`src/mon_pkg.sv`:
```
// Performance monitor widths, opcodes, FSM state codes
// Counter, beat and snapshot types, and the instruction word union
package mon_pkg;

    //==========================================================================
    // Widths
    //==========================================================================
    // Three event counters of 32 bits each
    localparam int NUM_CNT  = 3;
    localparam int CNT_W    = 32;
    // Off-chip beat width
    localparam int PORT_W   = 32;
    // Whole snapshot, counter 0 in the low bits
    localparam int MON_W    = NUM_CNT * CNT_W;
    // Instruction word
    localparam int ISA_W    = 64;
    localparam int OP_W     = 4;
    // Beats per snapshot and beat counter width
    localparam int BEAT_NUM = MON_W / PORT_W;
    localparam int BCNT_W   = $clog2(BEAT_NUM);

    //==========================================================================
    // Opcodes, in bits 63:60 of every instruction
    //==========================================================================
    localparam logic [OP_W-1:0] OP_NOP      = 4'd0;
    localparam logic [OP_W-1:0] OP_SNAPSHOT = 4'd1;
    localparam logic [OP_W-1:0] OP_CLEAR    = 4'd2;
    localparam logic [OP_W-1:0] OP_ABORT    = 4'd3;

    // Monitor FSM states
    localparam logic ST_IDLE    = 1'b0;
    localparam logic ST_OFFLOAD = 1'b1;

    //==========================================================================
    // Types
    //==========================================================================
    typedef logic [CNT_W-1:0]  count_t;
    typedef logic [PORT_W-1:0] beat_t;
    typedef logic [MON_W-1:0]  snap_t;

    // SNAPSHOT view
    typedef struct packed {
        logic [OP_W-1:0]         opcode;
        // Zero all counters in the capture cycle
        logic                    clear_after;
        logic [ISA_W-OP_W-2:0]   rsvd;
    } isa_snap_t;

    // CLEAR view, one mask bit per counter
    typedef struct packed {
        logic [OP_W-1:0]               opcode;
        logic [NUM_CNT-1:0]            clear_mask;
        logic [ISA_W-OP_W-NUM_CNT-1:0] rsvd;
    } isa_clr_t;

    // Same 64-bit word, decoded by opcode
    typedef union packed {
        isa_snap_t snap;
        isa_clr_t  clr;
    } isa_word_u;

endpackage

```
`src/mon_ccu.sv`:
```
`timescale 1ns/1ps
// Config control unit
// Decodes instruction words into monitor start/abort pulses and counter clears
module mon_ccu (
    input  logic                        clk,
    input  logic                        rst_n,
    input  logic                        isa_vld,
    output logic                        isa_rdy,
    input  mon_pkg::isa_word_u          isa_word,
    input  logic                        cfg_rdy,
    output logic                        cfg_vld,
    output logic [mon_pkg::NUM_CNT-1:0] cnt_clr
);
    import mon_pkg::*;

    logic               isa_fire;
    logic               is_snap;
    logic               is_clear;
    logic               is_abort;
    // Pending snapshot and its clear_after flag
    logic               snap_pend_q;
    logic               snap_clr_q;
    logic               snap_issue;
    // Registered one-cycle commands
    logic               abort_q;
    logic [NUM_CNT-1:0] clr_q;

    //==========================================================================
    // Opcode decode
    //==========================================================================
    always_comb begin
        is_snap  = 1'b0;
        is_clear = 1'b0;
        is_abort = 1'b0;
        // Opcode sits in the same bits of both views
        case (isa_word.snap.opcode)
            OP_NOP: begin
                // Accepted and dropped
            end
            OP_SNAPSHOT: is_snap  = 1'b1;
            OP_CLEAR:    is_clear = 1'b1;
            OP_ABORT:    is_abort = 1'b1;
            default: begin
                // Unknown opcodes behave as NOP
            end
        endcase
    end

    // Only a second snapshot backs up while the monitor is busy
    assign isa_rdy  = !(snap_pend_q && !cfg_rdy && is_snap);
    assign isa_fire = isa_vld & isa_rdy;

    //==========================================================================
    // Command registers
    //==========================================================================
    // Pending snapshot goes out on the first idle cycle
    assign snap_issue = snap_pend_q & cfg_rdy;

    always_ff @(posedge clk or negedge rst_n) begin
        if (!rst_n) begin
            snap_pend_q <= 1'b0;
            snap_clr_q  <= 1'b0;
            abort_q     <= 1'b0;
            clr_q       <= '0;
        end else begin
            // New snapshot may land in the same cycle the old one issues
            if (isa_fire && is_snap) begin
                snap_pend_q <= 1'b1;
                snap_clr_q  <= isa_word.snap.clear_after;
            end else if (snap_issue) begin
                snap_pend_q <= 1'b0;
            end
            abort_q <= isa_fire & is_abort;
            clr_q   <= (isa_fire && is_clear) ? isa_word.clr.clear_mask : '0;
        end
    end

    // Start when idle, abort only while offloading
    assign cfg_vld = snap_issue | (abort_q & !cfg_rdy);

    // CLEAR mask, or all counters on a clear_after capture
    assign cnt_clr = clr_q | {NUM_CNT{snap_issue & snap_clr_q}};

endmodule

```
`src/mon_counter_bank.sv`:
```
`timescale 1ns/1ps
// Bank of wrapping event counters with masked clear
module mon_counter_bank (
    input  logic                        clk,
    input  logic                        rst_n,
    input  logic [mon_pkg::NUM_CNT-1:0] evt,
    input  logic [mon_pkg::NUM_CNT-1:0] cnt_clr,
    output mon_pkg::snap_t              snap
);
    import mon_pkg::*;

    // Element 0 in the low bits, same layout as the snapshot
    count_t [NUM_CNT-1:0] cnt_q;

    //==========================================================================
    // Counters
    //==========================================================================
    always_ff @(posedge clk or negedge rst_n) begin
        if (!rst_n) begin
            cnt_q <= '0;
        end else begin
            for (int i = 0; i < NUM_CNT; i++) begin
                // Clear wins, the event of this cycle is lost
                if (cnt_clr[i]) begin
                    cnt_q[i] <= '0;
                end else if (evt[i]) begin
                    // Wraps at 2^32
                    cnt_q[i] <= cnt_q[i] + 1'b1;
                end
            end
        end
    end

    // Live counter values to the serializer
    assign snap = cnt_q;

endmodule

```
`src/mon_ctrl.sv`:
```
`timescale 1ns/1ps
// Monitor FSM with idle and offload states
module mon_ctrl (
    input  logic clk,
    input  logic rst_n,
    input  logic cfg_vld,
    output logic cfg_rdy,
    input  logic done,
    output logic load,
    output logic flush
);
    import mon_pkg::*;

    logic state_q;
    logic state_d;

    //==========================================================================
    // Next state
    //==========================================================================
    always_comb begin
        state_d = state_q;
        case (state_q)
            ST_IDLE: begin
                // Start of a transfer
                if (cfg_vld) begin
                    state_d = ST_OFFLOAD;
                end
            end
            ST_OFFLOAD: begin
                // Abort, or last beat taken off-chip
                if (cfg_vld || done) begin
                    state_d = ST_IDLE;
                end
            end
            default: begin
                state_d = ST_IDLE;
            end
        endcase
    end

    always_ff @(posedge clk or negedge rst_n) begin
        if (!rst_n) begin
            state_q <= ST_IDLE;
        end else begin
            state_q <= state_d;
        end
    end

    //==========================================================================
    // Outputs
    //==========================================================================
    assign cfg_rdy = (state_q == ST_IDLE);

    // Capture in the start cycle itself
    assign load  = cfg_vld & (state_q == ST_IDLE);
    // cfg_vld while busy means abort
    assign flush = cfg_vld & (state_q == ST_OFFLOAD);

endmodule

```
`src/mon_piso.sv`:
```
`timescale 1ns/1ps
// Parallel-in serial-out stage, snapshot to 32-bit beats with last flag
// Flush drops the remaining beats
module mon_piso (
    input  logic           clk,
    input  logic           rst_n,
    input  logic           load,
    input  logic           flush,
    input  mon_pkg::snap_t snap,
    output mon_pkg::beat_t itf_dat,
    output logic           itf_dat_vld,
    output logic           itf_dat_last,
    input  logic           itf_dat_rdy,
    output logic           done
);
    import mon_pkg::*;

    // Shift register, current beat in the low bits
    snap_t             sreg_q;
    logic              vld_q;
    logic [BCNT_W-1:0] bcnt_q;
    logic              beat_fire;

    assign beat_fire = vld_q & itf_dat_rdy;

    //==========================================================================
    // Control
    //==========================================================================
    always_ff @(posedge clk or negedge rst_n) begin
        if (!rst_n) begin
            vld_q  <= 1'b0;
            bcnt_q <= '0;
        end else if (flush) begin
            // Empty at once
            vld_q  <= 1'b0;
            bcnt_q <= '0;
        end else if (load) begin
            vld_q  <= 1'b1;
            bcnt_q <= '0;
        end else if (beat_fire) begin
            if (itf_dat_last) begin
                vld_q  <= 1'b0;
                bcnt_q <= '0;
            end else begin
                bcnt_q <= bcnt_q + 1'b1;
            end
        end
    end

    //==========================================================================
    // Payload
    //==========================================================================
    always_ff @(posedge clk) begin
        if (load) begin
            sreg_q <= snap;
        end else if (beat_fire) begin
            // Next counter down into the beat slot
            sreg_q <= sreg_q >> PORT_W;
        end
    end

    // Outputs hold while itf_dat_rdy is low
    assign itf_dat      = sreg_q[PORT_W-1:0];
    assign itf_dat_vld  = vld_q;
    // Beat counter rests at zero whenever no beat is valid
    assign itf_dat_last = (bcnt_q == BCNT_W'(BEAT_NUM - 1));

    // Last beat taken
    assign done = beat_fire & itf_dat_last;

endmodule

```
`src/mon_top.sv`:
```
`timescale 1ns/1ps
// Performance monitor top: config unit, counter bank, monitor FSM, serializer
module mon_top (
    input  logic                        clk,
    input  logic                        rst_n,
    // Instruction port
    input  logic                        isa_vld,
    input  mon_pkg::isa_word_u          isa_word,
    output logic                        isa_rdy,
    // Event strobes from the accelerator
    input  logic [mon_pkg::NUM_CNT-1:0] evt,
    // Off-chip beat port
    output mon_pkg::beat_t              itf_dat,
    output logic                        itf_dat_vld,
    output logic                        itf_dat_last,
    input  logic                        itf_dat_rdy
);
    import mon_pkg::*;

    logic               cfg_vld;
    logic               cfg_rdy;
    logic [NUM_CNT-1:0] cnt_clr;
    snap_t              snap;
    logic               load;
    logic               flush;
    logic               done;

    //==========================================================================
    // Control
    //==========================================================================
    mon_ccu u_ccu (
        .clk      (clk),
        .rst_n    (rst_n),
        .isa_vld  (isa_vld),
        .isa_rdy  (isa_rdy),
        .isa_word (isa_word),
        .cfg_rdy  (cfg_rdy),
        .cfg_vld  (cfg_vld),
        .cnt_clr  (cnt_clr)
    );

    mon_ctrl u_ctrl (
        .clk     (clk),
        .rst_n   (rst_n),
        .cfg_vld (cfg_vld),
        .cfg_rdy (cfg_rdy),
        .done    (done),
        .load    (load),
        .flush   (flush)
    );

    //==========================================================================
    // Datapath
    //==========================================================================
    mon_counter_bank u_cnt (
        .clk     (clk),
        .rst_n   (rst_n),
        .evt     (evt),
        .cnt_clr (cnt_clr),
        .snap    (snap)
    );

    mon_piso u_piso (
        .clk          (clk),
        .rst_n        (rst_n),
        .load         (load),
        .flush        (flush),
        .snap         (snap),
        .itf_dat      (itf_dat),
        .itf_dat_vld  (itf_dat_vld),
        .itf_dat_last (itf_dat_last),
        .itf_dat_rdy  (itf_dat_rdy),
        .done         (done)
    );

endmodule

```
`config.mk`:
```
export PLATFORM = sky130hd
export DESIGN_NAME = mon_top
export DESIGN_NICKNAME = d
export VERILOG_FILES = /design/src/mon_pkg.sv /design/src/mon_ccu.sv /design/src/mon_counter_bank.sv /design/src/mon_ctrl.sv /design/src/mon_piso.sv /design/src/mon_top.sv
export SDC_FILE = /design/constraint.sdc
export NUM_CORES = 1
export LEC_CHECK = 0
export BUFFER_PORTS_ARGS = -buffer_cell sky130_fd_sc_hd__buf_2
export CAP_MARGIN = 20
export CORE_UTILIZATION = 47
export CTS_BUF_LIST = sky130_fd_sc_hd__clkbuf_4 sky130_fd_sc_hd__clkbuf_8 sky130_fd_sc_hd__clkbuf_16
export DETAILED_ROUTE_END_ITERATION = 7
export GPL_ROUTABILITY_DRIVEN = 0
export PLACE_DENSITY_LB_ADDON = 0.05
export SYNTH_ARGS = -nofsm -noshare
export SYNTH_HDL_FRONTEND = slang
export SYNTH_SLANG_ARGS = --single-unit
export TNS_END_PERCENT = 10
```
`constraint.sdc`:
```
create_clock -name clk -period 4.61 [get_ports clk]
set_clock_uncertainty 0.15 [all_clocks]
set_input_delay 0.461 -clock clk [delete_from_list [all_inputs] [get_ports clk]]
set_output_delay 0.461 -clock clk [all_outputs]
set_load 0.05 [all_outputs]
```
-- Word-level counts from Yosys, hierarchy flattened
Cells that the tools add are included.
- input bits: 71
- memories: 0
- bits in writable memories: 0
- memory bits (read-only): 0
- register bits after elaboration: 202
- output and inout port bits: 35
- latch bits: 0
- word-level logic and storage cells: 70
- shift-type cells: 0
- equality and inequality tests: 4
- magnitude comparators: 0
- divide/modulo/power cells: 0
- multipliers: 0
- bitwise operators: 12
- add/sub/neg operators: 4
- reductions and logical operators: 14
- muxes and demuxes: 25
- operator list (cell ; number):
    32-bit 2-to-1 mux ; 6
    96-bit 2-to-1 mux ; 2
    32-bit by 1-bit adder with 32-bit output, second input constant ; 3
    1-bit 2-to-1 mux ; 11
    2-bit nonzero test ; 5
    1-bit bitwise AND ; 9
    4-bit by 2-bit == test with 1-bit output, second input constant ; 2
    2-bit 2-to-1 mux ; 4
    3-bit nonzero test ; 2
    4-bit by 1-bit == test with 1-bit output, second input constant ; 1
    1-bit logical AND ; 4
    3-bit 2-to-1 mux ; 1
    3-bit OR ; 1
    2-bit by 1-bit adder with 2-bit output, second input constant ; 1
    2-bit == test, second input constant ; 1
    1-bit one-hot mux with 2 select lines ; 1
    2-bit AND reduction ; 1
    1-bit zero test ; 1
    1-bit logical OR ; 1
    1-bit inverter ; 1
    1-bit OR ; 1

-- Longest topological paths before layout
- word-level depth: 7
- mapped depth: 8
- depth with buffers taken out: 5

-- Hierarchy
From an unflattened synthesis, not the netlist that was laid out.
- cell total of the unflattened synthesis: 818
- area, all modules: 9719.3 µm²
- modules (own cells, without submodules) (module ; cells each ; instances ; area an instance (µm²) ; seq. area each (µm²)):
    mon_counter_bank ; 536 ; 1 ; 5052.3 ; 2402.3
    mon_piso ; 252 ; 1 ; 4315.4 ; 2957.8
    mon_ccu ; 24 ; 1 ; 296.5 ; 150.1
    mon_ctrl ; 6 ; 1 ; 55.1 ; 25.0

-- Worst setup path before layout
OpenSTA, ideal clock, no wires.
- path type: register -> register
- start point: register u_ctrl.state_q
- end point: register u_piso.sreg_q[0] (enable)
- required time: 3.989 ns
- data arrival time: 3.433 ns
- buffers on the path: 2
- path slack: 0.556 ns
- setup time: 0.471 ns
- cell stages (with the launch flop): 5
- clock period less this slack: 4.054 ns
- path through: dfrtp_1 -> nor2b_1 -> clkbuf_1 -> clkbuf_1 -> nand2b_1
- word-level cells in the longest chain between the ends: 5
- elaborated cells on any way between the ends: 6
- classes of those cells: bitwise (5); reduce/logical (1)
- ends and longest elaborated chain (what ; RTL line ; source):
    from (decl) ; mon_ctrl.sv:14 ; logic state_q;
    from (signal assigned) ; mon_ctrl.sv:45 ; state_q <= state_d;
    1-bit inverter ; mon_ctrl.sv:52, mon_ctrl.sv:55 ;
    1-bit bitwise AND ; mon_ccu.sv:57 ; assign snap_issue = snap_pend_q & cfg_rdy;
    1-bit OR ; mon_ccu.sv:79 ; assign cfg_vld = snap_issue | (abort_q & !cfg_rdy);
    1-bit bitwise AND (*) ; mon_ctrl.sv:55 ; assign load = cfg_vld & (state_q == ST_IDLE);
    2-bit nonzero test (no source line) (*) ; n/a ;
    to (signal assigned) ; mon_piso.sv:55 ; sreg_q <= snap;
    to (signal assigned) ; mon_piso.sv:58 ; sreg_q <= sreg_q >> PORT_W;
    to (decl) ; mon_piso.sv:19 ; snap_t sreg_q;
Every way passes the cells marked *; elsewhere a longest branch is shown, timed or not.
A chain may end at the register's enable or synchronous reset.

-- Final worst setup path
- start point: register u_ctrl.state_q
- end point: register u_piso.sreg_q[17] (enable)
The elaborated chain is that of the path after synthesis.

==> results by group <==
Layout
  • Filler cells: 1,705
  • Post-Route Utilization: 53.5%
  • Final cell count without fillers: 1,091
  • Area taken by flip-flops and latches: 5540 um2
  • Share of cells above drive strength 1: 19.5%
  • Antenna Cells: 0
  • Nets: 883
  • Final instance area: 10,500 um2
  • Area delta synth->final: 10.4%
  • Area of the multi-input gates: 3510 um2

Setup path
  • Worst setup EP type: flop
  • CP Launch Type: flop
  • CP Class: reg2reg
  • Critical Path RT: 4.64 ns
  • End of the critical path: u_piso.sreg_q[17]$_DFFE_PP_
  • Reg-to-Reg End: u_piso.sreg_q[17]$_DFFE_PP_
  • R2r setup slk: 1.75 ns
  • Reg2Reg Depth: 4
  • RR Startpoint: u_ctrl.state_q$_DFF_PN0_
  • Critical Path Fanout Max: 74
  • Worst setup startpoint: u_ctrl.state_q$_DFF_PN0_
  • Worst Path Arrival: 2.88 ns

Yosys
  • Async SR Flop Fraction: 52.5%
  • Seq/Total Area, Yosys: 58.4%
  • Cells after Synth: 805
  • Mapped Nets: 879
  • Yosys reg bits: 202
  • Post-synth top flop: dfrtp_1
  • Synth unique cells: 40
  • Avg Cell Area, Syn: 11.8 um2
  • Mapped Area: 9480 um2
  • Post-synth EDFFs: 96
  • Yosys warnings: 0

Power and ir drop
  • Clock power share: 34.6%
  • Pleak: 4.01 nW
  • Max VDD drop: 0.332 mV
  • Switch share: 29.3%
  • PwrDens: 502 nW/um2
  • Switching power: 1.54 mW
  • Overall Power: 5.26 mW
  • Internal power: 3.72 mW
  • Comb power frac: 17.3%
  • Seq pwr share: 48.1%

Floorplan
  • Area of the die: 20,700 um2
  • Top Ports: 106
  • Die Y: 144 um
  • Row Count: 51
  • Core Box Area: 19,600 um2
  • Initial Util: 48.4%
  • Die Width: 144 um

Global routing
  • GRT Resource Usage Total: 18.2%
  • Gr ovfl total: 0
  • M3 GR Usage: 2.75%
  • Largest net degree at the start of global routing: 75
  • Met1 global-route usage: 26.3%
  • Gr busiest metal: met2
  • Vias in the first global route: 5,769
  • Antenna violations before repair: 0
  • First-pass GRT wire length: 29.8 mm
  • GR Util met2: 28.9%

Timing
  • Actual slew at the worst max-slew pin: 0.987 ns
  • Achievable Freq: 350 MHz
  • RSZ-0062 raised after global routing: false
  • Period utilization: 62.0%
  • Final Max Tran Viols: 0
  • Slew margin rel.: 34.2%
  • Tmin final: 2.86 ns
  • Sum Neg Setup Slack: 0 ns
  • Final setup viols: 0
  • Worst setup margin: 1.75 ns
  • Final hold violations: 0
  • Hold WS: 0.0281 ns

Clock tree
  • CTS root buf: clkbuf_16
  • Clk buf depth: 3
  • TritonCTS Buffers: 23
  • CTS resizes: 0
  • H-tree depth: 1
  • Clock transition at the registers of the reported paths: 0.06 ns
  • Sink Count: 202
  • Skew-Pair Late Insertion Delay: 0.50 ns
  • CTS tree: done

Route
  • Total wire length: 18.4 mm
  • Remaining DRCs: 0
  • Drt wl/cell: 16.9 um
  • Drt pass-1 iters: 4
  • DR vias: 6,074
  • DRT antenna net count: 0
  • Initial DRC count: 233
  • DR vias/cell: 5.57

Placement
  • Cell Area, Placed: 9690 um2
  • Placed insts: 1,046
  • Pre-CTS setup slack: 1.70 ns
  • IO buf count: 48
  • DP Wirelength: 11.8 mm

Min path
  • Hold path cells: 2
  • Hold crit path type: in2reg

Job
  • Max Cap Viol: 0

Outcome
  • Status: complete, no violations
## per-layer routing
metal / part of all wire [%] / routed length [um]
met5: 0 / 0
met4: 1.8 / 334
met3: 2.8 / 524
met2: 46 / 8410
met1: 50 / 9180
## kinds of logic (layout without fill, tap and decap cells)
kind of cell / count (synthesis) / count (layout) / synth area share (%)
and+or+nand+nor: 291 / 291 / 17.6
muxes: 71 / 71 / 8.35
xor gates and xnor gates: 33 / 33 / 3.05
adders and majority gates: 3 / 3 / 0.396
AOI/OAI and AO/OA: 118 / 118 / 7.44
DFF: 202 / 202 / 58.4
buffers and inverters: 87 / 108 / 4.80
## worst max-delay path, cell delays in order, from the launching register on
cell	delay (ns)
dfrtp_1	0.45
nor2b_4	0.12
buf_4	0.46
nand2b_4	0.87
buf_4	0.44
## registers in the layout (all words and copies together), names as in the netlist
| signal | cells |
|---|---|
| u_ccu.abort_q | 1 |
| u_ccu.clr_q | 3 |
| u_ccu.snap_clr_q | 1 |
| u_piso.itf_dat_vld | 1 |
| u_piso.bcnt_q | 2 |
| u_ccu.snap_pend_q | 1 |
| u_cnt.snap | 96 |
| u_piso.sreg_q | 96 |
| u_ctrl.state_q | 1 |
## layout make-up
class | count | area share (%)
sequential | 202 | 52.8
multi-input combinational | 516 | 33.5
clock buffer | 29 | 5.93
tap | 265 | 3.17
timing repair buffer | 55 | 2.89
clock inverter | 13 | 1.29
inverter | 11 | 0.394
## synth_stat cells (3+ instances only)
cell	instances	area share, %
dfrtp_1	106	28
edfxtp_1	96	30
mux2_2	65	7.7
a21oi_1	54	2.8
nand2_1	45	1.8
clkbuf_1	42	1.7
nor2_1	41	1.6
or4_1	41	3.2
and2_1	36	2.4
buf_4	32	2.5
o31ai_1	32	2.5
nand3_1	29	1.5
nand4_1	23	1.5
or3_1	22	1.5
o21ai_0	19	1.0
xnor2_1	18	1.7
xor2_1	15	1.4
and4_1	12	1.1
and3_1	11	0.73
inv_1	11	0.44
nor3_1	10	0.53
mux2i_1	6	0.63
nor4_1	5	0.33
or2_2	5	0.33
a21o_1	3	0.24
ha_1	3	0.40
o211ai_1	3	0.24
o21a_1	3	0.24
## how the worst min path moves through the flow
stage,slack (ns),end,start
after floorplan,0.02,u_ccu.abort_q$_DFF_PN0_,rst_n
after global placement,0.33,u_ccu.snap_clr_q$_DFFE_PN0P_,u_ccu.snap_clr_q$_DFFE_PN0P_
after detailed placement,0.34,u_ccu.snap_clr_q$_DFFE_PN0P_,u_ccu.snap_clr_q$_DFFE_PN0P_
after CTS,0.002,u_ccu.clr_q[0]$_DFF_PN0_,isa_word[57]
after global routing,0.01,u_ccu.clr_q[1]$_DFF_PN0_,isa_word[58]
final,0.03,u_ccu.clr_q[0]$_DFF_PN0_,isa_word[57]
## layout by cell type, fill, tap and decap left out, types with 5 or more instances in the layout
cell and count:
dfrtp_1 106, edfxtp_1 96, mux2_2 65, a21oi_1 54, buf_2 47, nand2_1 45, or4_1 41, nor2_1 41
and2_1 36, o31ai_1 32, nand3_1 29, nand4_1 23, clkbuf_16 23, or3_1 22, o21ai_0 19, xnor2_1 18
xor2_1 15, and4_1 12, inv_1 11, and3_1 11, nor3_1 10, clkinv_1 7, mux2i_1 6, clkbuf_4 6
or2_2 5, nor4_1 5, buf_4 5
## power by group through the flow
stage | registers (mW) | logic [mW] | clock network, mW
final | 2.53 | 0.910 | 1.82
after global routing | 2.57 | 1.00 | 1.94
after floorplan | 2.52 | 0.785 | 0
after CTS | 2.53 | 0.926 | 1.87
after global placement | 2.55 | 0.896 | 0
after detailed placement | 2.56 | 0.920 | 0
## repair_timing
action	CTS	global route
buffers inserted	0	0
hold endpoints to repair	19	0
endpoints found under the setup margin	0	0
hold buffers	3	0
Power figures use the tool's default switching activity.
